### src/common/soc_pkg.sv
`default_nettype none

package soc_pkg;

    // Data widths
    typedef logic [63:0] xlen_t;
    typedef logic [31:0] instr_t;
    typedef logic [7:0]  byte_t;
    typedef logic [9:0]  mem_idx_t;

    // On-chip memory depth, 3 KB of 32-bit words
    localparam int MEM_WORDS = 768;

    // Address map
    // Interrupt handler lives at the bottom of the read-only region
    localparam xlen_t ROM_BASE = 64'h0000;
    localparam xlen_t ROM_SIZE = 64'h0400;
    // Reset PC and writable region
    localparam xlen_t RAM_BASE = 64'h0400;
    localparam xlen_t RAM_SIZE = 64'h0800;
    // Memory-mapped peripherals
    localparam xlen_t KEY_ADDR = 64'h2000;
    localparam xlen_t CON_ADDR = 64'h2008;

    // Major opcodes
    localparam logic [6:0] OP_LUI    = 7'b0110111;
    localparam logic [6:0] OP_OPIMM  = 7'b0010011;
    localparam logic [6:0] OP_JAL    = 7'b1101111;
    localparam logic [6:0] OP_LOAD   = 7'b0000011;
    localparam logic [6:0] OP_STORE  = 7'b0100011;
    localparam logic [6:0] OP_SYSTEM = 7'b1110011;

    // Full MRET encoding
    localparam instr_t MRET_WORD = 32'h3020_0073;

    // Execute phase of the core
    typedef enum logic [1:0] {exec, bubble, apb_setup, apb_access} core_state_t;

    // PS/2 frame deframer
    typedef enum logic [1:0] {idle, shift, stop} ps2_state_t;

endpackage

`default_nettype wire

### src/verilog/apb_fabric.sv
`default_nettype none

module apb_fabric (
    input  wire                 clk,
    input  wire                 rst_n,
    input  wire                 psel,
    input  wire                 penable,
    input  wire                 pwrite,
    input  soc_pkg::xlen_t      paddr,
    input  soc_pkg::xlen_t      pwdata,
    output soc_pkg::xlen_t      prdata,
    output logic                pready,
    output logic                pslverr,
    output soc_pkg::mem_idx_t   mem_addr,
    output logic                mem_we,
    output soc_pkg::instr_t     mem_wdata,
    input  soc_pkg::instr_t     mem_rdata,
    input  soc_pkg::byte_t      key_code,
    output soc_pkg::byte_t      con_data,
    output logic                con_valid
);
    import soc_pkg::*;

    // Target decode
    logic rom_sel;
    logic ram_sel;
    logic key_sel;
    logic con_sel;
    logic hit;
    assign rom_sel = paddr < (ROM_BASE + ROM_SIZE);
    assign ram_sel = (paddr >= RAM_BASE) && (paddr < (RAM_BASE + RAM_SIZE));
    assign key_sel = paddr == KEY_ADDR;
    assign con_sel = paddr == CON_ADDR;
    assign hit     = rom_sel || ram_sel || key_sel || con_sel;

    logic access;
    assign access = psel && penable;

    // No wait states for any target
    assign pready  = access;
    assign pslverr = access && !hit;

    // Address already valid in setup, so read data is ready in access
    assign mem_addr  = paddr[11:2];
    assign mem_wdata = pwdata[31:0];
    // Handler region is read-only
    assign mem_we    = access && pwrite && ram_sel;

    // Read mux, zero on writes, idle cycles and misses
    always_comb begin
        prdata = '0;
        if (access && !pwrite) begin
            if (rom_sel || ram_sel) begin
                prdata = {32'h0, mem_rdata};
            end else if (key_sel) begin
                prdata = {56'h0, key_code};
            end
        end
    end

    // Console strobe, one per access phase
    always_ff @(posedge clk or negedge rst_n) begin
        if (!rst_n) begin
            con_valid <= 1'b0;
        end else begin
            con_valid <= access && pwrite && con_sel;
        end
    end

    always_ff @(posedge clk) begin
        if (access && pwrite && con_sel) begin
            con_data <= pwdata[7:0];
        end
    end

endmodule

`default_nettype wire

### config.mk
export PLATFORM = sky130hd
export DESIGN_NAME = apb_fabric
export DESIGN_NICKNAME = d
export VERILOG_FILES = /design/src/common/soc_pkg.sv /design/src/verilog/apb_fabric.sv
export SDC_FILE = /design/constraint.sdc
export NUM_CORES = 1
export LEC_CHECK = 0
export ABC_AREA = 1
export BUFFER_PORTS_ARGS = -buffer_cell sky130_fd_sc_hd__buf_2
export CORE_AREA = 2 2 114 116
export DETAILED_ROUTE_END_ITERATION = 16
export DIE_AREA = 0 0 116 118
export GPL_TIMING_DRIVEN = 0
export PLACE_DENSITY = 0.51
export SKIP_LAST_GASP = 1
export SYNTH_ARGS = -nofsm -noshare
export SYNTH_HDL_FRONTEND = slang
export SYNTH_SLANG_ARGS = --single-unit
### constraint.sdc
create_clock -name clk -period 1.5 [get_ports clk]
set_input_delay 0.15 -clock clk [delete_from_list [all_inputs] [get_ports clk]]
set_output_delay 0.15 -clock clk [all_outputs]
set_load 0.01 [all_outputs]
==> results.tsv <==
metric	value	unit
routed len/inst	10.31	um
met2 global-route usage	18.20	%
final non-filler cell total	654	
FP Rows	41	
clock-pin slew on the worst setup and hold paths	40	ps
slowest CP cell	nor2_4	
gr ovfl total	0	
Synth cell types	24	
clock buffer depth	2	
CTS sink cnt	9	
Die W	116	um
Final WS setup	-109.1	ps
CP delay by family, top	simple AND/OR/NAND/NOR gates	
pre-CTS setup slack	-560.1	ps
critical path data required time	1350	ps
first-pass GRT wire length	9.170	mm
Gate power share	42.2	%
Root Driver	clkbuf_16	
Initial DRC Count	39	
Post-Syn Area per Cell	7.321	sq um
Tot Pwr	1.276	mW
Setup Viol. Count Final	33	
Synth Area in XOR/XNOR	0	%
Synth Area in Simple Gates	43.10	%
Synth warnings	0	
met3 Use GR	1.287	%
fin nets	655	
drt pass-1 iters	4	
ratio of cells with drive above 1 in the final layout	71.93	%
WP data arrival	1460	ps
Core Util, Final	27.69	%
final hold vios	0	
WS Path Type	primary input to output port	
synthesized netlist cell count	228	
Maximum Capacitance Violations	0	
clock buffer count from CTS	3	
Synth async-reset ratio	11.11	%
status	finished, violations left	
design area	3437	sq um
grt peak-use layer	met2	
Hold/Removal Path Class	primary input to flip-flop	
Die Ht	118	um
Layout area overhead	105.9	%
number of placed instances with taps included	633	
share of power burned in registers	21.5	%
power share of the clock group	36.4	%
GRT Total Usage	8.542	%
final wirelength	6.741	mm
DRC Markers	0	
initial antenna violation count	1	
synth cell count leaders	buf_4 (74), nor2_1 (41), nand2_1 (24)	
leading area contributor after synthesis	buf_4	
DIE AREA	13690	sq um
top_reg_cell synth	edfxtp_1	
switching pwr	0.3243	mW
largest family of logic cells by synthesized area	simple AND/OR/NAND/NOR gates	
Final Critical Period	1609	ps
Fmax achieved	621.5	MHz
CP Launch Type	primary input	
top-area cell type share of the netlist area	33.28	%
number of port buffers	202	
Final period util	107.3	%
Vias/cell	3.381	
failing checks	negative setup slack	
P per Cell Area	371.4	nW/um^2
Critical Path Max Stage Delay	230	ps
CTS tree	built	
RSZ-0062 raised after global routing	yes	
placed instance area	3014	sq um
Starting Density	13.44	%
worst path cell trace	buf_6, nor2_1, nand2_1, nor2_1, nand2_1, nor2_4, nand2_4, buf_12, nor3b_4, buf_2	
mux share of post-synthesis cell area	0	%
synthesized area	1669	sq um
Slew Limit Fails	0	
core area	12410	sq um
met1 Use GR	8.110	%
IO Pins	291	
WP buf/inv	3	
Internal Power	0.9521	mW
number of H-tree levels	1	
CP endpoint kind	output port	
Synth Area in Adders	0	%
crit path max fanout	7	
number of global-route vias before repair	1966	
compound-gate portion of the synthesized area	2.399	%
ANT nets after route	0	
Yosys reg bits	9	
dpl hpwl	5.934	mm
VDD IR max	0.2706	mV
Static Leak	1.831	nW
largest net degree at the start of global routing	11	
Post-synth EDFFs	8	
register area share after synthesis	15.89	%
total vias in the final route	2211	
Switching Fraction	25.41	%
Synth area leaders	buf_4 (33%), edfxtp_1 (14%), nor3b_2 (14%)	
gpl congestion	0.7052	
leading cell type by number of instances after synthesis	buf_4	
## state kept, by name, summed over array words and instances, names as in the netlist
name and cells:
con_data 8, con_valid 1
## logic make-up (layout without fill, tap and decap cells)
family,count (synthesis),count (layout)
simple gates,120,120
buf+inv,90,312
compound gates,8,8
flops,9,9
other cells,1,33
## stage by stage
stage / setup TNS (ps) / hold slack, ps
2_1_floorplan: 0 / -145.6
3_3_place_gp: -11740 / -73.73
3_5_place_dp: -13300 / -72.65
4_1_cts: -2896 / 111.2
5_1_grt: -6117 / 116.0
6_report: -2002 / 111.9
## per-layer routing
layer	up-vias	part of all wire, %
li1	1144	-
met1	904	34
met2	159	54
met3	4	11
met4	0	0.70
met5	-	0
## power groups by stage
stage                     Combinational (mW)  Sequential [mW]  Clock [mW]
after global routing                   0.588            0.274       0.492
after CTS                              0.525            0.274       0.472
after floorplan                        0.275            0.278           0
after detailed placement               0.501            0.278           0
after global placement                 0.495            0.278           0
final                                  0.538            0.274       0.464
## layout make-up
| cell class | instances | area (sq um) |
|---|---|---|
| fillers | 1403 | 8977 |
| repair buffers | 218 | 1241 |
| multi-input cells | 160 | 983.4 |
| plain buffers | 81 | 616.8 |
| flip-flops and latches | 9 | 265.3 |
| well taps | 172 | 215.2 |
| clock buffers | 4 | 78.83 |
| inverters | 9 | 33.78 |
| diodes | 1 | 2.502 |
## final timing paths
path                       startpoint          end  cells past startpoint
min in group asynchronous       rst_n    con_valid                      2
max                         paddr[56]   prdata[16]                     10
min                         pwdata[1]  con_data[1]                      1
max in group asynchronous       rst_n    con_valid                      2
## cell usage in the layout (no fill, tap or decap), types with 9 or more instances in the layout
| cell | n |
|---|---|
| buf_2 | 193 |
| buf_4 | 87 |
| conb_1 | 32 |
| nor2_1 | 28 |
| nand2_1 | 22 |
| nor3b_2 | 21 |
| buf_6 | 14 |
| nand4_1 | 10 |
| inv_1 | 9 |
| nor2_4 | 9 |
| nand3_1 | 9 |
## timing repair
action,4_1_cts,5_1_grt
pin swaps,11,19
gates resized for setup,31,13
cloned,1,0
hold endpoints to repair,1,0
endpoints found under the setup margin,43,42
hold buffers,1,0
setup buffers,8,6
Note: power is estimated with default switching activity, not from simulation.
