File: config.mk
export PLATFORM = sky130hd
export DESIGN_NAME = rv_core
export DESIGN_NICKNAME = d
export VERILOG_FILES = /design/src/common/soc_pkg.sv /design/src/cpu/rv_core.sv
export SDC_FILE = /design/constraint.sdc
export NUM_CORES = 2
export LEC_CHECK = 0
export BUFFER_PORTS_ARGS = -buffer_cell sky130_fd_sc_hd__buf_4
export CORE_ASPECT_RATIO = 0.7
export CORE_MARGIN = 4
export CORE_UTILIZATION = 35
export CTS_CLUSTER_SIZE = 40
export DETAILED_ROUTE_END_ITERATION = 8
export PLACE_DENSITY = 0.54
export SLEW_MARGIN = 20
export SYNTH_ARGS = -nofsm -noshare
export SYNTH_HDL_FRONTEND = slang
export SYNTH_SLANG_ARGS = --single-unit
File: constraint.sdc
create_clock -name clk -period 13.5 [get_ports clk]
set_clock_uncertainty 0.2 [all_clocks]
set_input_delay 0.675 -clock clk [delete_from_list [all_inputs] [get_ports clk]]
set_output_delay 0.675 -clock clk [all_outputs]
set_load 0.02 [all_outputs]
File: src/common/soc_pkg.sv
`default_nettype none

package soc_pkg;

    // Data widths
    typedef logic [63:0] xlen_t;
    typedef logic [31:0] instr_t;
    typedef logic [7:0]  byte_t;
    typedef logic [9:0]  mem_idx_t;

    // On-chip memory depth, 3 KB of 32-bit words
    localparam int MEM_WORDS = 768;

    // Address map
    // Interrupt handler lives at the bottom of the read-only region
    localparam xlen_t ROM_BASE = 64'h0000;
    localparam xlen_t ROM_SIZE = 64'h0400;
    // Reset PC and writable region
    localparam xlen_t RAM_BASE = 64'h0400;
    localparam xlen_t RAM_SIZE = 64'h0800;
    // Memory-mapped peripherals
    localparam xlen_t KEY_ADDR = 64'h2000;
    localparam xlen_t CON_ADDR = 64'h2008;

    // Major opcodes
    localparam logic [6:0] OP_LUI    = 7'b0110111;
    localparam logic [6:0] OP_OPIMM  = 7'b0010011;
    localparam logic [6:0] OP_JAL    = 7'b1101111;
    localparam logic [6:0] OP_LOAD   = 7'b0000011;
    localparam logic [6:0] OP_STORE  = 7'b0100011;
    localparam logic [6:0] OP_SYSTEM = 7'b1110011;

    // Full MRET encoding
    localparam instr_t MRET_WORD = 32'h3020_0073;

    // Execute phase of the core
    typedef enum logic [1:0] {exec, bubble, apb_setup, apb_access} core_state_t;

    // PS/2 frame deframer
    typedef enum logic [1:0] {idle, shift, stop} ps2_state_t;

endpackage

`default_nettype wire

File: src/cpu/rv_core.sv
`default_nettype none

module rv_core (
    input  wire                 clk,
    input  wire                 rst_n,
    output soc_pkg::mem_idx_t   fetch_addr,
    input  soc_pkg::instr_t     fetch_data,
    output logic                psel,
    output logic                penable,
    output logic                pwrite,
    output soc_pkg::xlen_t      paddr,
    output soc_pkg::xlen_t      pwdata,
    input  soc_pkg::xlen_t      prdata,
    input  wire                 pready,
    input  wire                 pslverr,
    input  wire                 irq,
    output logic                irq_ack,
    output soc_pkg::instr_t     ir,
    output logic                heartbeat
);
    import soc_pkg::*;

    xlen_t       pc;
    xlen_t       mepc;
    logic        handler_active;
    core_state_t state;
    logic [4:0]  ld_rd;

    // Register file, x0 never written
    xlen_t regs [32];

    // Memory output register acts as the instruction register
    assign ir = fetch_data;
    // PC points one word past the instruction in execute
    assign fetch_addr = pc[11:2];

    // Field extraction
    logic [6:0] opcode;
    logic [4:0] rd;
    logic [4:0] rs1;
    logic [4:0] rs2;
    logic [2:0] funct3;
    assign opcode = ir[6:0];
    assign rd     = ir[11:7];
    assign funct3 = ir[14:12];
    assign rs1    = ir[19:15];
    assign rs2    = ir[24:20];

    // Immediates, all sign-extended
    xlen_t imm_i;
    xlen_t imm_s;
    xlen_t imm_u;
    xlen_t imm_j;
    assign imm_i = {{52{ir[31]}}, ir[31:20]};
    assign imm_s = {{52{ir[31]}}, ir[31:25], ir[11:7]};
    assign imm_u = {{32{ir[31]}}, ir[31:12], 12'h000};
    assign imm_j = {{43{ir[31]}}, ir[31], ir[19:12], ir[20], ir[30:21], 1'b0};

    xlen_t rs1_val;
    xlen_t rs2_val;
    assign rs1_val = (rs1 == 5'd0) ? '0 : regs[rs1];
    assign rs2_val = (rs2 == 5'd0) ? '0 : regs[rs2];

    // Interrupt only at a boundary and never nested
    logic take_irq;
    assign take_irq = irq && !handler_active;

    // Writeback selection
    logic       wb_en;
    logic [4:0] wb_addr;
    xlen_t      wb_data;

    always_comb begin
        wb_en   = 1'b0;
        wb_addr = rd;
        wb_data = '0;
        if (state == exec && !take_irq) begin
            case (opcode)
                OP_LUI: begin
                    wb_en   = 1'b1;
                    wb_data = imm_u;
                end
                OP_OPIMM: begin
                    // ADDI only
                    wb_en   = (funct3 == 3'b000);
                    wb_data = rs1_val + imm_i;
                end
                OP_JAL: begin
                    // Link is the address after the jump
                    wb_en   = 1'b1;
                    wb_data = pc;
                end
                default: ;
            endcase
        end else if (state == apb_access && pready && !pwrite) begin
            wb_en   = 1'b1;
            wb_addr = ld_rd;
            // Failed load writes zero
            wb_data = pslverr ? '0 : {{32{prdata[31]}}, prdata[31:0]};
        end
    end

    always_ff @(posedge clk) begin
        if (wb_en && wb_addr != 5'd0) begin
            regs[wb_addr] <= wb_data;
        end
    end

    always_ff @(posedge clk or negedge rst_n) begin
        if (!rst_n) begin
            pc             <= RAM_BASE;
            mepc           <= '0;
            handler_active <= 1'b0;
            // Fetch output is stale straight after reset
            state          <= bubble;
            psel           <= 1'b0;
            penable        <= 1'b0;
            pwrite         <= 1'b0;
            irq_ack        <= 1'b0;
            heartbeat      <= 1'b0;
        end else begin
            heartbeat <= ~heartbeat;
            irq_ack   <= 1'b0;
            case (state)
                bubble: begin
                    // Drop the wrong-path fetch
                    pc    <= pc + 64'd4;
                    state <= exec;
                end
                exec: begin
                    if (take_irq) begin
                        // Resume at the instruction that was skipped
                        mepc           <= pc - 64'd4;
                        pc             <= ROM_BASE;
                        irq_ack        <= 1'b1;
                        handler_active <= 1'b1;
                        state          <= bubble;
                    end else begin
                        pc <= pc + 64'd4;
                        case (opcode)
                            OP_JAL: begin
                                pc    <= pc - 64'd4 + imm_j;
                                state <= bubble;
                            end
                            OP_SYSTEM: begin
                                if (ir == MRET_WORD) begin
                                    pc             <= mepc;
                                    handler_active <= 1'b0;
                                    state          <= bubble;
                                end
                            end
                            OP_LOAD: begin
                                if (funct3 == 3'b010) begin
                                    // Hold PC so the next fetch stays valid
                                    pc     <= pc;
                                    paddr  <= rs1_val + imm_i;
                                    pwrite <= 1'b0;
                                    psel   <= 1'b1;
                                    ld_rd  <= rd;
                                    state  <= apb_setup;
                                end
                            end
                            OP_STORE: begin
                                if (funct3 == 3'b010) begin
                                    pc     <= pc;
                                    paddr  <= rs1_val + imm_s;
                                    pwdata <= rs2_val;
                                    pwrite <= 1'b1;
                                    psel   <= 1'b1;
                                    state  <= apb_setup;
                                end
                            end
                            default: ;
                        endcase
                    end
                end
                apb_setup: begin
                    penable <= 1'b1;
                    state   <= apb_access;
                end
                apb_access: begin
                    // Wait as long as the completer needs
                    if (pready) begin
                        psel    <= 1'b0;
                        penable <= 1'b0;
                        pwrite  <= 1'b0;
                        pc      <= pc + 64'd4;
                        state   <= exec;
                    end
                end
                default: state <= bubble;
            endcase
        end
    end

endmodule

`default_nettype wire

==> impl_metrics.py <==
metrics = {
    "sta": {
        "slew_headroom_pct": 18.8,
        "maxClockFrequency_mhz": 127,
        "report.final.setup_viol": 0,
        "setup_repair_after_global_routing_missed_its_margin": "false",
        "final-hold-violation-count": 0,
        "finalCritPeriodShare_pct": 58.4,
        "max_slew.worst_pin.slew_ns": 1.22,
        "timing.final.crit_period_ns": 7.88,
        "final.setup.tns_ns": 0,
        "report.final.slew_viol_count": 0,
    },
    "worst_setup_path": {
        "critical_path.max_fanout": 69,
        "critPathCaptureType": "register",
        "r2r_end": "regs[23][61]$_DFFE_PP_",
        "critPathLaunch": "fetch_data[15]",
        "rrSetupSlack_ns": 6.84,
        "required_ns": 13.86,
        "critPathMostFrequentCell": "mux4_2",
        "critical_path.endpoint": "regs[16][62]$_DFFE_PP_",
        "arrival_ns": 8.25,
        "r2r-start": "regs[31][10]$_DFFE_PP_",
        "critical_path_class": "in -> reg",
        "critical_path.cell_chain": "buf_8, buf_4, buf_12, mux4_2, mux4_2, mux2i_1, nor2_1, ha_1, nand4_1, or2_2, o221ai_1, a21boi_0, o21ai_0, a221oi_1, o41ai_1, xnor2_1, o21ai_4",
        "cpPeakStageDelay_ns": 0.86,
        "worst_setup_path_start_kind": "input port",
        "reg2reg_depth": 15,
        "cpMaxStageDelayCell": "mux2i_1",
    },
    "run": {
        "max-cap-violations": 0,
    },
    "yosys": {
        "syn-cell-area_sq_um": 118000,
        "synth_top_cells_by_area": "edfxtp_1, mux4_2, dfrtp_1, ha_1, a21oi_1",
        "synth-adder-area-share_pct": 1.59,
        "netlist.top_cell.by_area": "edfxtp_1",
        "post_synth_xor_area_fraction_pct": 1.85,
        "postSynthRegisterBits": 2317,
        "ffs_w_async_s_r_synth_pct": 5.87,
        "synth-edff-count": 2181,
        "synthDistinctLibCells": 88,
        "syn_avg_cell_area_sq_um": 16.7,
        "yosysWarningCount": 0,
        "compound_gate_fraction_of_synth_area_pct": 5.28,
        "synth_cells": 7083,
        "synthSimpleGateAreaFrac_pct": 4.88,
        "synth.mux.area_fraction_pct": 25.9,
        "area_fraction_of_the_dominant_cell_type_after_synthesis_pct": 55.4,
        "synth_top_family_by_area": "multiplexers",
        "ys.flop_type": "edfxtp_1",
        "synth-seq-area-share_pct": 58.3,
    },
    "die": {
        "pin_count": 276,
        "design.die.area_sq_um": 347000,
        "chipWidth_um": 702,
        "initial_utilization_pct": 35.2,
        "die_h_um": 494,
        "core_region_area_sq_um": 336000,
        "placementRows": 178,
    },
    "clock_tree": {
        "path_clk_slew_ns": 0.07,
        "cts_tree": "yes",
        "clock_net_sink_count": 2317,
        "cts-buffers-inserted": 237,
        "cts_resized": 0,
        "h-tree-depth": 4,
        "cts.path.max_buffers": 4,
        "clock_insertion_delay_worst_skew_ns": 0.94,
        "clock-root-buffer": "clkbuf_16",
    },
    "place": {
        "dp.final_hpwl_um": 262000,
        "port_buffers": 243,
        "globalplace.congestion": 0.926,
        "cell_count_after_placement": 11500,
    },
    "power": {
        "power_density_nw_per_um2": 135,
        "leakagePower_nw": 48.4,
        "worst_ir_drop_vdd_uv": 106,
    },
    "routing": {
        "dr.pass1.iters": 6,
        "antenna_left": 0,
        "wl_per_cell_um": 35.7,
        "drcViolationCount": 0,
        "detail_route.iter0.violations": 10200,
        "detail_route.vias_per_cell": 6.23,
        "dr_total_vias": 74600,
        "route.final.wire_length_um": 427000,
    },
    "layout": {
        "layout-area-overhead-vs-synth_pct": 13.2,
        "fillers": 30400,
        "drive_above_1_share_pct": 30.1,
        "finish.net_count": 7523,
        "post_layout_instance_count_excluding_filler_cells": 12000,
    },
    "worst_hold_path": {
        "hp-class": "in -> async",
    },
    "run_status": {
        "status": "finished, final reports clean",
    },
    "grt": {
        "grt_first_pass_wirelength_um": 589000,
        "grt_util_all_layers_pct": 24.1,
        "grt-ovfl-total": 0,
        "grt_pass1_vias": 72900,
        "grt_start_max_net_pins": 117,
        "number_of_antenna_violations_at_the_first_check_in_global_routing": 25,
    },
}
state kept, by name (all words and copies together), names as in the netlist, 2 cells and up:
name / count
pwdata: 64
ld_rd: 5
regs: 2048
mepc: 64
pc: 64
state: 2
paddr: 64
power by group:
part | switching (mW) | internal [mW] | leakage (nW)
clock | 2.90 | 3.71 | 3.67
combinational | 2.06 | 1.02 | 18.5
sequential | 0.293 | 8.04 | 26.2
critical path: cells and delay by family:
family,cells,cell delay [ns]
AOI/OAI and AO/OA,6,2.01
muxes,3,1.97
buffers and inverters,3,1.55
and+or+nand+nor,3,0.80
adders and majority gates,1,0.65
xor gates and xnor gates,1,0.17
repair_timing:
item | in CTS | in global routing
endpoints found under the hold margin | 35 | 0
hold buffers | 7 | 0
setup buffers | 0 | 0
cell usage in the layout (no fill, tap or decap), types with 145 or more instances in the layout:
cell type	instances
xnor2_1	148
ha_1	145
buf_4	427
nor2_1	402
mux4_2	1280
nand2_1	359
edfxtp_1	2181
o21ai_0	240
a21oi_1	333
clkbuf_16	238
final cells by class:
class	instances	area, sq um	area share, %
well taps	4500	5630	4.21
flip-flops and latches	2317	68900	51.5
multi-input cells	4180	47600	35.6
diodes	15	37.5	0.0281
clock buffers	290	6170	4.62
clock inverters	135	1370	1.03
repair buffers	460	3710	2.78
inverters	78	293	0.219
how the worst min path moves through the flow:
stage                              from                          to  slack, ns  cells after the start
CTS                               rst_n        mepc[11]$_DFFE_PN0P_       0.04                      2
detailed placement  heartbeat$_DFF_PN0_         heartbeat$_DFF_PN0_       0.23                      1
finish                            rst_n          pc[50]$_DFFE_PN0P_       0.09                      2
global placement    heartbeat$_DFF_PN0_         heartbeat$_DFF_PN0_       0.22                      1
floorplan                         rst_n  handler_active$_DFFE_PN0P_       0.18                      0
global route                      rst_n          pc[50]$_DFFE_PN0P_       0.08                      2
through the flow:
stage          util [%]  worst slack (ns)  power, mW  area (sq um)  hold WS, ns
4_1_cts            39.7              5.35       18.1        134000       0.0435
2_1_floorplan         -              6.05       10.3        118000        0.179
3_5_place_dp       37.5              4.39       11.5        126000        0.230
6_report           39.8              5.62       18.0        134000       0.0896
3_3_place_gp       37.5              4.49       11.5        126000        0.217
5_1_grt            39.8              5.39       18.7        134000       0.0797
cells in the mapped netlist, drive strengths merged, types with 57 or more instances:
cell       n
o21ai    305
xnor2    149
ha       145
nand3     57
buf      164
nand4     84
mux4    1280
a21o      68
mux2i    130
nor2     438
a21oi    334
nand2    363
nor3      79
xor2     100
edfxtp  2181
clkbuf   407
dfrtp    134
inv       78
cells by family (layout without fill, tap and decap cells):
group,Yosys count,count (layout)
mux,1447,1447
other cells,1,79
simple gates,1241,1241
xor+xnor,249,249
fa+ha+maj,148,148
flops,2317,2317
buf+inv,649,963
compound gates,1031,1031
per-layer routing:
metal / up-vias / global-route usage, % / part of all wire [%]
met2: 4243 / 36.1 / 45
met4: 8 / 8.34 / 3.7
met5: - / 0 / 0.011
met3: 592 / 4.65 / 9.5
li1: 29600 / - / -
met1: 40100 / 35.3 / 42
Note: power is estimated with default switching activity, not from simulation.
