[src/common/soc_pkg.sv]
`default_nettype none

package soc_pkg;

    // Data widths
    typedef logic [63:0] xlen_t;
    typedef logic [31:0] instr_t;
    typedef logic [7:0]  byte_t;
    typedef logic [9:0]  mem_idx_t;

    // On-chip memory depth, 3 KB of 32-bit words
    localparam int MEM_WORDS = 768;

    // Address map
    // Interrupt handler lives at the bottom of the read-only region
    localparam xlen_t ROM_BASE = 64'h0000;
    localparam xlen_t ROM_SIZE = 64'h0400;
    // Reset PC and writable region
    localparam xlen_t RAM_BASE = 64'h0400;
    localparam xlen_t RAM_SIZE = 64'h0800;
    // Memory-mapped peripherals
    localparam xlen_t KEY_ADDR = 64'h2000;
    localparam xlen_t CON_ADDR = 64'h2008;

    // Major opcodes
    localparam logic [6:0] OP_LUI    = 7'b0110111;
    localparam logic [6:0] OP_OPIMM  = 7'b0010011;
    localparam logic [6:0] OP_JAL    = 7'b1101111;
    localparam logic [6:0] OP_LOAD   = 7'b0000011;
    localparam logic [6:0] OP_STORE  = 7'b0100011;
    localparam logic [6:0] OP_SYSTEM = 7'b1110011;

    // Full MRET encoding
    localparam instr_t MRET_WORD = 32'h3020_0073;

    // Execute phase of the core
    typedef enum logic [1:0] {exec, bubble, apb_setup, apb_access} core_state_t;

    // PS/2 frame deframer
    typedef enum logic [1:0] {idle, shift, stop} ps2_state_t;

endpackage

`default_nettype wire

[src/ps2/ps2_receiver.sv]
`default_nettype none

module ps2_receiver (
    input  wire             clk,
    input  wire             rst_n,
    input  wire             ps2_clk,
    input  wire             ps2_dat,
    output soc_pkg::byte_t  code,
    output logic            code_valid
);
    import soc_pkg::*;

    // Two sync flops plus one for edge detect
    logic [2:0] clk_sync;
    logic [1:0] dat_sync;
    logic       fall;
    logic       dat;

    ps2_state_t state;
    logic [3:0] bit_cnt;
    // Eight data bits then parity, LSB first
    logic [8:0] shreg;
    // Set by F0, eats the next code
    logic       break_flag;

    assign fall = clk_sync[2] && !clk_sync[1];
    assign dat  = dat_sync[1];

    always_ff @(posedge clk or negedge rst_n) begin
        if (!rst_n) begin
            // Lines idle high
            clk_sync <= 3'b111;
            dat_sync <= 2'b11;
        end else begin
            clk_sync <= {clk_sync[1:0], ps2_clk};
            dat_sync <= {dat_sync[0], ps2_dat};
        end
    end

    always_ff @(posedge clk or negedge rst_n) begin
        if (!rst_n) begin
            state      <= idle;
            bit_cnt    <= '0;
            break_flag <= 1'b0;
            code_valid <= 1'b0;
        end else begin
            code_valid <= 1'b0;
            if (fall) begin
                case (state)
                    idle: begin
                        // Start bit must be low
                        if (!dat) begin
                            bit_cnt <= '0;
                            state   <= shift;
                        end
                    end
                    shift: begin
                        if (bit_cnt == 4'd8) begin
                            state <= stop;
                        end else begin
                            bit_cnt <= bit_cnt + 4'd1;
                        end
                    end
                    stop: begin
                        state <= idle;
                        // Stop bit high and odd parity over data plus parity
                        if (dat && ^shreg) begin
                            if (shreg[7:0] == 8'hF0) begin
                                break_flag <= 1'b1;
                            end else if (break_flag) begin
                                break_flag <= 1'b0;
                            end else begin
                                code_valid <= 1'b1;
                            end
                        end
                    end
                    default: state <= idle;
                endcase
            end
        end
    end

    // Payload path
    always_ff @(posedge clk) begin
        if (fall && state == shift) begin
            shreg <= {dat, shreg[8:1]};
        end
        if (fall && state == stop) begin
            code <= shreg[7:0];
        end
    end

endmodule

`default_nettype wire

[config.mk]
export PLATFORM = sky130hd
export DESIGN_NAME = ps2_receiver
export DESIGN_NICKNAME = d
export VERILOG_FILES = /design/src/common/soc_pkg.sv /design/src/ps2/ps2_receiver.sv
export SDC_FILE = /design/constraint.sdc
export NUM_CORES = 1
export LEC_CHECK = 0
export BUFFER_PORTS_ARGS = -buffer_cell sky130_fd_sc_hd__buf_2
export CAP_MARGIN = 5
export CELL_PAD_IN_SITES_DETAIL_PLACEMENT = 2
export CELL_PAD_IN_SITES_GLOBAL_PLACEMENT = 2
export CORE_UTILIZATION = 40
export CTS_CLUSTER_SIZE = 20
export DETAILED_ROUTE_END_ITERATION = 7
export GPL_ROUTABILITY_DRIVEN = 0
export PLACE_DENSITY = 0.72
export REMOVE_ABC_BUFFERS = 1
export SKIP_CTS_REPAIR_TIMING = 1
export SLEW_MARGIN = 20
export SYNTH_ARGS = -nofsm -noshare
export SYNTH_HDL_FRONTEND = slang
export SYNTH_SLANG_ARGS = --single-unit
[constraint.sdc]
create_clock -name clk -period 4.5 [get_ports clk]
set_input_delay 0 -clock clk [delete_from_list [all_inputs] [get_ports clk]]
set_output_delay 0 -clock clk [all_outputs]
set_load 0.005 [all_outputs]
==> flow_summary.toml, run 1 <==
[clock_tree]
cts_made_buffers = 5
cts_root_buffer = "clkbuf_4"
h-tree-depth = 2
cts.sink_count = 30
clockBufferDepth = 2
path_clk_slew_ns = 0.10
insertion_delay_ns = 0.33
cts_tree = "yes"

[sta]
period_share = 0.422
hold_viol_final = 0
slew_viol_final = 0
worst_slew_pin_slew_ns = 0.504
hold_slack_ns = 0.0708
max_freq_mhz = 527
layout_min_cycle_time_ns = 1.90
setup_viol = 0
slew_headroom = 0.664
fin_skew_ns = 0.0107
rsz0062_at_grt = "no"
setup_tns_ns = 0

[logic_synthesis]
seq_area_frac_synth = 0.716
synth_top_cell_by_area = "edfxtp_1"
ys_warn_count = 0
synthFlopType = "edfxtp_1"
synthTopCellsByCount = "edfxtp_1, dfrtp_1, inv_1, nand2_1, ha_1"
ys_ff_latch = 30
postSynthCellCount = 76
synth_top_area_share = 0.434
synth_area_leaders = "edfxtp_1, dfrtp_1, dfstp_2"
syn_area_per_cell_sq_um = 15.5
synth.distinct_cells = 23
synth_edf_count = 17
ys_async_sr_fraction = 0.433
yosysMostFrequentCell = "edfxtp_1"
syn_area_sq_um = 1180

[power]
comb_power_share = 0.148
powerDensity_nw_per_um2 = 452
switchingPower_mw = 0.171
p_sw_frac = 0.279
p_leak_nw = 0.591
clkPwrFrac = 0.277
ir_drop_uv = 242
total_power_mw = 0.614
internal_power_mw = 0.443
p_seq_frac = 0.576

[setup_path]
r2r_slack_ns = 2.60
crit_required_ns = 4.72
endpoint = "break_flag"
cp.arrival_ns = 2.11
cp-start-kind = "register"
r2r_cells = 5
cp_max_fo = 3
critPathLaunch = "shreg[6]"
reg2reg_from = "shreg[6]"
worst_setup_path_end_kind = "register"
r2r-end = "break_flag"
crit_type = "register to register"

[routing]
vias_per_cell = 5.05
drc = 0
wl_per_cell_um = 16.4
routed_wl_um = 2120
ant_nets = 0
dr_total_vias = 651
dr.pass1.iters = 4
first_iter_violations = 5

[global_routing]
grt_pass1_vias = 718
grt_pass1_wl_um = 3620
grt_overflow = 0
use_met3 = 0.0721
grt_use_met2 = 0.270
grt_max_degree = 14
antenna_found_initial = 0
grtUsageMet1 = 0.177
top_usage_layer = "met2"
grt_usage = 0.163

[floorplanning]
die-area_sq_um = 3160
initial_utilization = 0.423
die_w_um = 56.2
fp.coreArea_sq_um = 2780
die_h_um = 56.2
num_rows = 19
io_pins = 13

[layout]
final_nets = 107
antenna_cells = 0
layout-drive-gt1-share = 0.265
syn2layout_area_growth_pct = 15.6

[run_status]
status = "finished clean"

[place]
io_buffers = 12
hpwl_um = 1500

[job]
maxCapViolCount = 0

[min_path]
min_path_type = "input port to async pin"
-- cell families (layout without fill, tap and decap cells) --
logic type      after synthesis  count (layout)  share of synthesized area
compound gates                6               6                     0.0287
flops                        30              30                      0.716
simple gates                 20              20                      0.101
buf+inv                       8              30                     0.0266
mux                           3               3                     0.0298
xor+xnor                      3               3                     0.0340
fa+ha+maj                     6               6                     0.0638
-- area by class of cell --
cell class | count | area [sq um]
Clock buffer | 7 | 55.1
Clock inverter | 1 | 5.00
Fill cell | 284 | 1420
Inverter | 7 | 26.3
Multi-Input combinational cell | 38 | 303
Sequential cell | 30 | 842
Tap cell | 31 | 38.8
Timing Repair Buffer | 15 | 90.1
-- registers in the layout, indices dropped and copies added (netlist names) --
signal and cells:
bit_cnt 4, break_flag 1, clk_sync 3, code 8, code_valid 1, dat_sync 2
shreg 9, state 2
-- routing by layer --
layer | up-vias | share of wire | wire [um]
li1 | 307 | - | -
met3 | 6 | 0.046 | 98
met1 | 322 | 0.41 | 878
met2 | 16 | 0.51 | 1090
met4 | 0 | 0.025 | 52
met5 | - | 0 | 0
-- worst min-delay path by stage --
| stage | from | to | slack [ns] | cells past startpoint |
|---|---|---|---|---|
| floorplan | rst_n | bit_cnt[0] | -0.30 | 0 |
| global placement | rst_n | code_valid | -0.1 | 1 |
| detailed placement | rst_n | code_valid | -0.09 | 1 |
| CTS | rst_n | state[1] | -0.47 | 1 |
| global route | rst_n | state[0] | 0.09 | 2 |
| finish | rst_n | state[1] | 0.07 | 2 |
-- stage by stage --
stage / cells / area (sq um) / util / worst slack, ns
floorplan: 75 / 1170 / - / 2.77
global placement: 118 / 1270 / 0.457 / 2.72
detailed placement: 118 / 1270 / 0.457 / 2.63
CTS: 126 / 1330 / 0.478 / 2.60
global route: 129 / 1360 / 0.489 / 2.53
finish: 129 / 1360 / 0.489 / 2.60
-- layout by cell type, fill, tap and decap left out --
cell type | netlist | layout
edfxtp_1 | 17 | 17
buf_2 | 0 | 12
dfrtp_1 | 8 | 8
inv_1 | 7 | 7
nand2_1 | 7 | 7
ha_1 | 6 | 6
o21ai_0 | 5 | 5
dfstp_2 | 5 | 5
clkbuf_4 | 0 | 5
nand3_1 | 3 | 3
dlygate4sd3_1 | 0 | 3
nand2b_1 | 2 | 2
nor2b_1 | 2 | 2
mux2i_1 | 2 | 2
nor3b_1 | 1 | 1
and2_1 | 1 | 1
nor3b_4 | 1 | 1
xor2_1 | 1 | 1
xnor3_1 | 1 | 1
xnor2_1 | 1 | 1
and4_1 | 1 | 1
nor3_1 | 1 | 1
or3_1 | 1 | 1
a22o_1 | 1 | 1
mux2_4 | 1 | 1
clkbuf_8 | 0 | 1
clkinv_2 | 0 | 1
clkbuf_1 | 0 | 1
-- critical path, stage by stage (launching register included) --
cell and delay (ns):
edfxtp_1 0.44, ha_1 0.31, xnor3_1 0.40, xnor2_1 0.16
nand3_1 0.13, mux2_4 0.33
-- power by group through the flow --
| stage | registers (mW) | clock network [mW] | logic [mW] |
|---|---|---|---|
| after global placement | 0.357 | 0 | 0.0826 |
| final | 0.353 | 0.170 | 0.0908 |
| after detailed placement | 0.360 | 0 | 0.0912 |
| after CTS | 0.354 | 0.177 | 0.0917 |
| after global routing | 0.359 | 0.188 | 0.103 |
| after floorplan | 0.350 | 0 | 0.0669 |
(Power assumes the default switching activity.)
==> inputs of run 2 (changes only) <==
Settings changed: ABC_AREA set to 1, CORE_UTILIZATION 40 to 34, PLACE_DENSITY 0.72 to 0.68.
Clock period 4.5 ns to 1.68 ns, I/O delays scaled along.
==> flow_summary.toml, run 2 <==
[layout]
top_regs = "shreg (9), code (8), bit_cnt (4)"
top_register = "shreg"
fin_util = 0.426
layout_common_cells = "nand2_1, edfxtp_1, inv_1, buf_2, dfrtp_1"
layout-drive-gt1-share = 0.315
final_cells = 173
n_fill_cell = 368
final_nets = 136
final_common_cell = "nand2_1"
largest_reg_flops = 9
syn2layout_area_growth_pct = 17.8
antenna_cells = 0

[clock_tree]
h-tree-depth = 2
clockBufferDepth = 2
insertion_delay_ns = 0.32
path_clk_slew_ns = 0.09
cts_made_buffers = 5
cts_tree = "yes"
cts_root_buffer = "clkbuf_4"
cts.sink_count = 30

[sta]
setup_tns_ns = 0
slew_viol_final = 0
setup_viol = 0
finalWorstSetupSlack_ns = 0.171
slew_headroom = 0.802
fin_skew_ns = 0.00458
period_share = 0.898
worst_slew_pin_slew_ns = 0.297
max_freq_mhz = 663
rsz0062_at_grt = "no"
hold_viol_final = 0
layout_min_cycle_time_ns = 1.51

[logic_synthesis]
synth.distinct_cells = 22
synth_top_cell_by_area = "edfxtp_1"
synthFlopType = "edfxtp_1"
syn_area_per_cell_sq_um = 12.2
yosysMostFrequentCell = "nand2_1"
syn_area_sq_um = 1240
seq_area_frac_synth = 0.681
postSynthCellCount = 101
ys_ff_latch = 30
synthTopCellsByCount = "nand2_1, edfxtp_1, inv_1, dfrtp_1"
synth_area_leaders = "edfxtp_1, dfrtp_1, dfstp_2"
synth_edf_count = 17
ys_warn_count = 0
synth_top_area_share = 0.413
ys_async_sr_fraction = 0.433

[routing]
dr_total_vias = 768
dr.pass1.iters = 4
vias_per_cell = 4.44
drc = 0
wl_per_cell_um = 14.0
routed_wl_um = 2430
ant_nets = 0
first_iter_violations = 29

[min_path]
min_path_type = "input port to async pin"

[setup_path]
cp.arrival_ns = 1.73
path_cells = "ha_1 -> inv_1 -> nand2_1 -> nand2_1 -> nand2_1 -> nand2_1 -> nand2_1 -> nand2_1 -> nand2_1 -> nand2_1 -> nand2_1"
max_stage_delay_ns = 0.44
critPathSlowestCell = "edfxtp_1"
crit_family = "simple AND/OR/NAND/NOR gates"
cpMostUsedCell = "nand2_1"
r2r_slack_ns = 0.17
crit_required_ns = 1.90
crit_type = "register to register"
r2r-end = "break_flag"
cp-start-kind = "register"
worst_setup_path_end_kind = "register"
cp_num_buf_inv = 1
reg2reg_from = "shreg[4]"
cp_max_fo = 3
r2r_cells = 11

[floorplanning]
die_w_um = 62.3
num_rows = 21
fp.coreArea_sq_um = 3420
initial_utilization = 0.362
die_h_um = 62.3
die-area_sq_um = 3880
io_pins = 13

[power]
ir_drop_uv = 388
p_leak_nw = 0.654
powerDensity_nw_per_um2 = 1180

[place]
dp_cells = 161
hpwl_um = 1820
io_buffers = 12
dp_slack_ns = 0.142

[run_status]
status = "finished clean"

[global_routing]
grt_pass1_wl_um = 4090
top_usage_layer = "met2"
antenna_found_initial = 0
grt_usage = 0.145
grt_max_degree = 14
grt_pass1_vias = 856
grt_use_met2 = 0.257
grt_overflow = 0
grtUsageMet1 = 0.154
use_met3 = 0.0533

[job]
maxCapViolCount = 0
==> run 2: cell count changes after synthesis, sizes merged, moves of 2 or more <==
cell	before	now
a21oi	0	2
inv	7	17
mux2i	2	0
nand2	7	21
nand2b	2	0
nand3	3	7
nor2	0	6
nor2b	2	0
nor3b	2	0
==> run 2: cell type report <==
type	count	area (sq um)	share of cell area
Inverter	18	68.8	0.0473
Tap cell	46	57.6	0.0395
Clock buffer	6	41.3	0.0284
Timing Repair Buffer	18	113	0.0773
Multi-Input combinational cell	53	325	0.223
Clock inverter	2	8.76	0.00601
Sequential cell	30	842	0.578
==> run 2: cell families (layout without fill, tap and decap cells) <==
| logic type | Yosys count | count (layout) | synth area share |
|---|---|---|---|
| compound gates | 7 | 7 | 0.0405 |
| xor+xnor | 2 | 2 | 0.0142 |
| fa+ha+maj | 6 | 6 | 0.0607 |
| buf+inv | 18 | 44 | 0.0557 |
| flops | 30 | 30 | 0.681 |
| simple gates | 38 | 38 | 0.148 |
==> run 2: through the flow <==
stage | area, sq um | hold slack, ns | power [mW]
floorplan | 1240 | -0.296 | 1.21
global placement | 1370 | -0.0970 | 1.31
detailed placement | 1370 | -0.0971 | 1.34
CTS | 1420 | -0.455 | 1.75
global route | 1460 | 0.0956 | 1.84
finish | 1460 | 0.0916 | 1.72
==> run 2: worst register-to-register path: cells and delay by family (launching register included) <==
family	cells	cell delay (ns)
fa+ha+maj	1	0.34
buf+inv	1	0.06
flops	1	0.44
simple gates	9	0.57
==> run 2: routing by layer <==
| layer | up-vias | wire length [um] |
|---|---|---|
| li1 | 378 | - |
| met1 | 369 | 962 |
| met3 | 5 | 85 |
| met2 | 16 | 1330 |
| met4 | 0 | 51 |
| met5 | - | 0 |
==> run 2: worst max-delay path by stage <==
stage	from	endpoint	slack, ns	cells past startpoint
floorplan	clk_sync[2]	break_flag	0.19	6
global placement	shreg[4]	break_flag	0.22	11
detailed placement	shreg[4]	break_flag	0.14	11
CTS	shreg[4]	break_flag	0.14	11
global route	shreg[6]	break_flag	0.02	11
finish	shreg[4]	break_flag	0.17	11
==> run 2: where the power goes <==
| part | switching, mW | internal (mW) | leakage (nW) |
|---|---|---|---|
| clock | 0.237 | 0.157 | 0.0297 |
| sequential | 0.0660 | 0.883 | 0.314 |
| combinational | 0.239 | 0.133 | 0.310 |
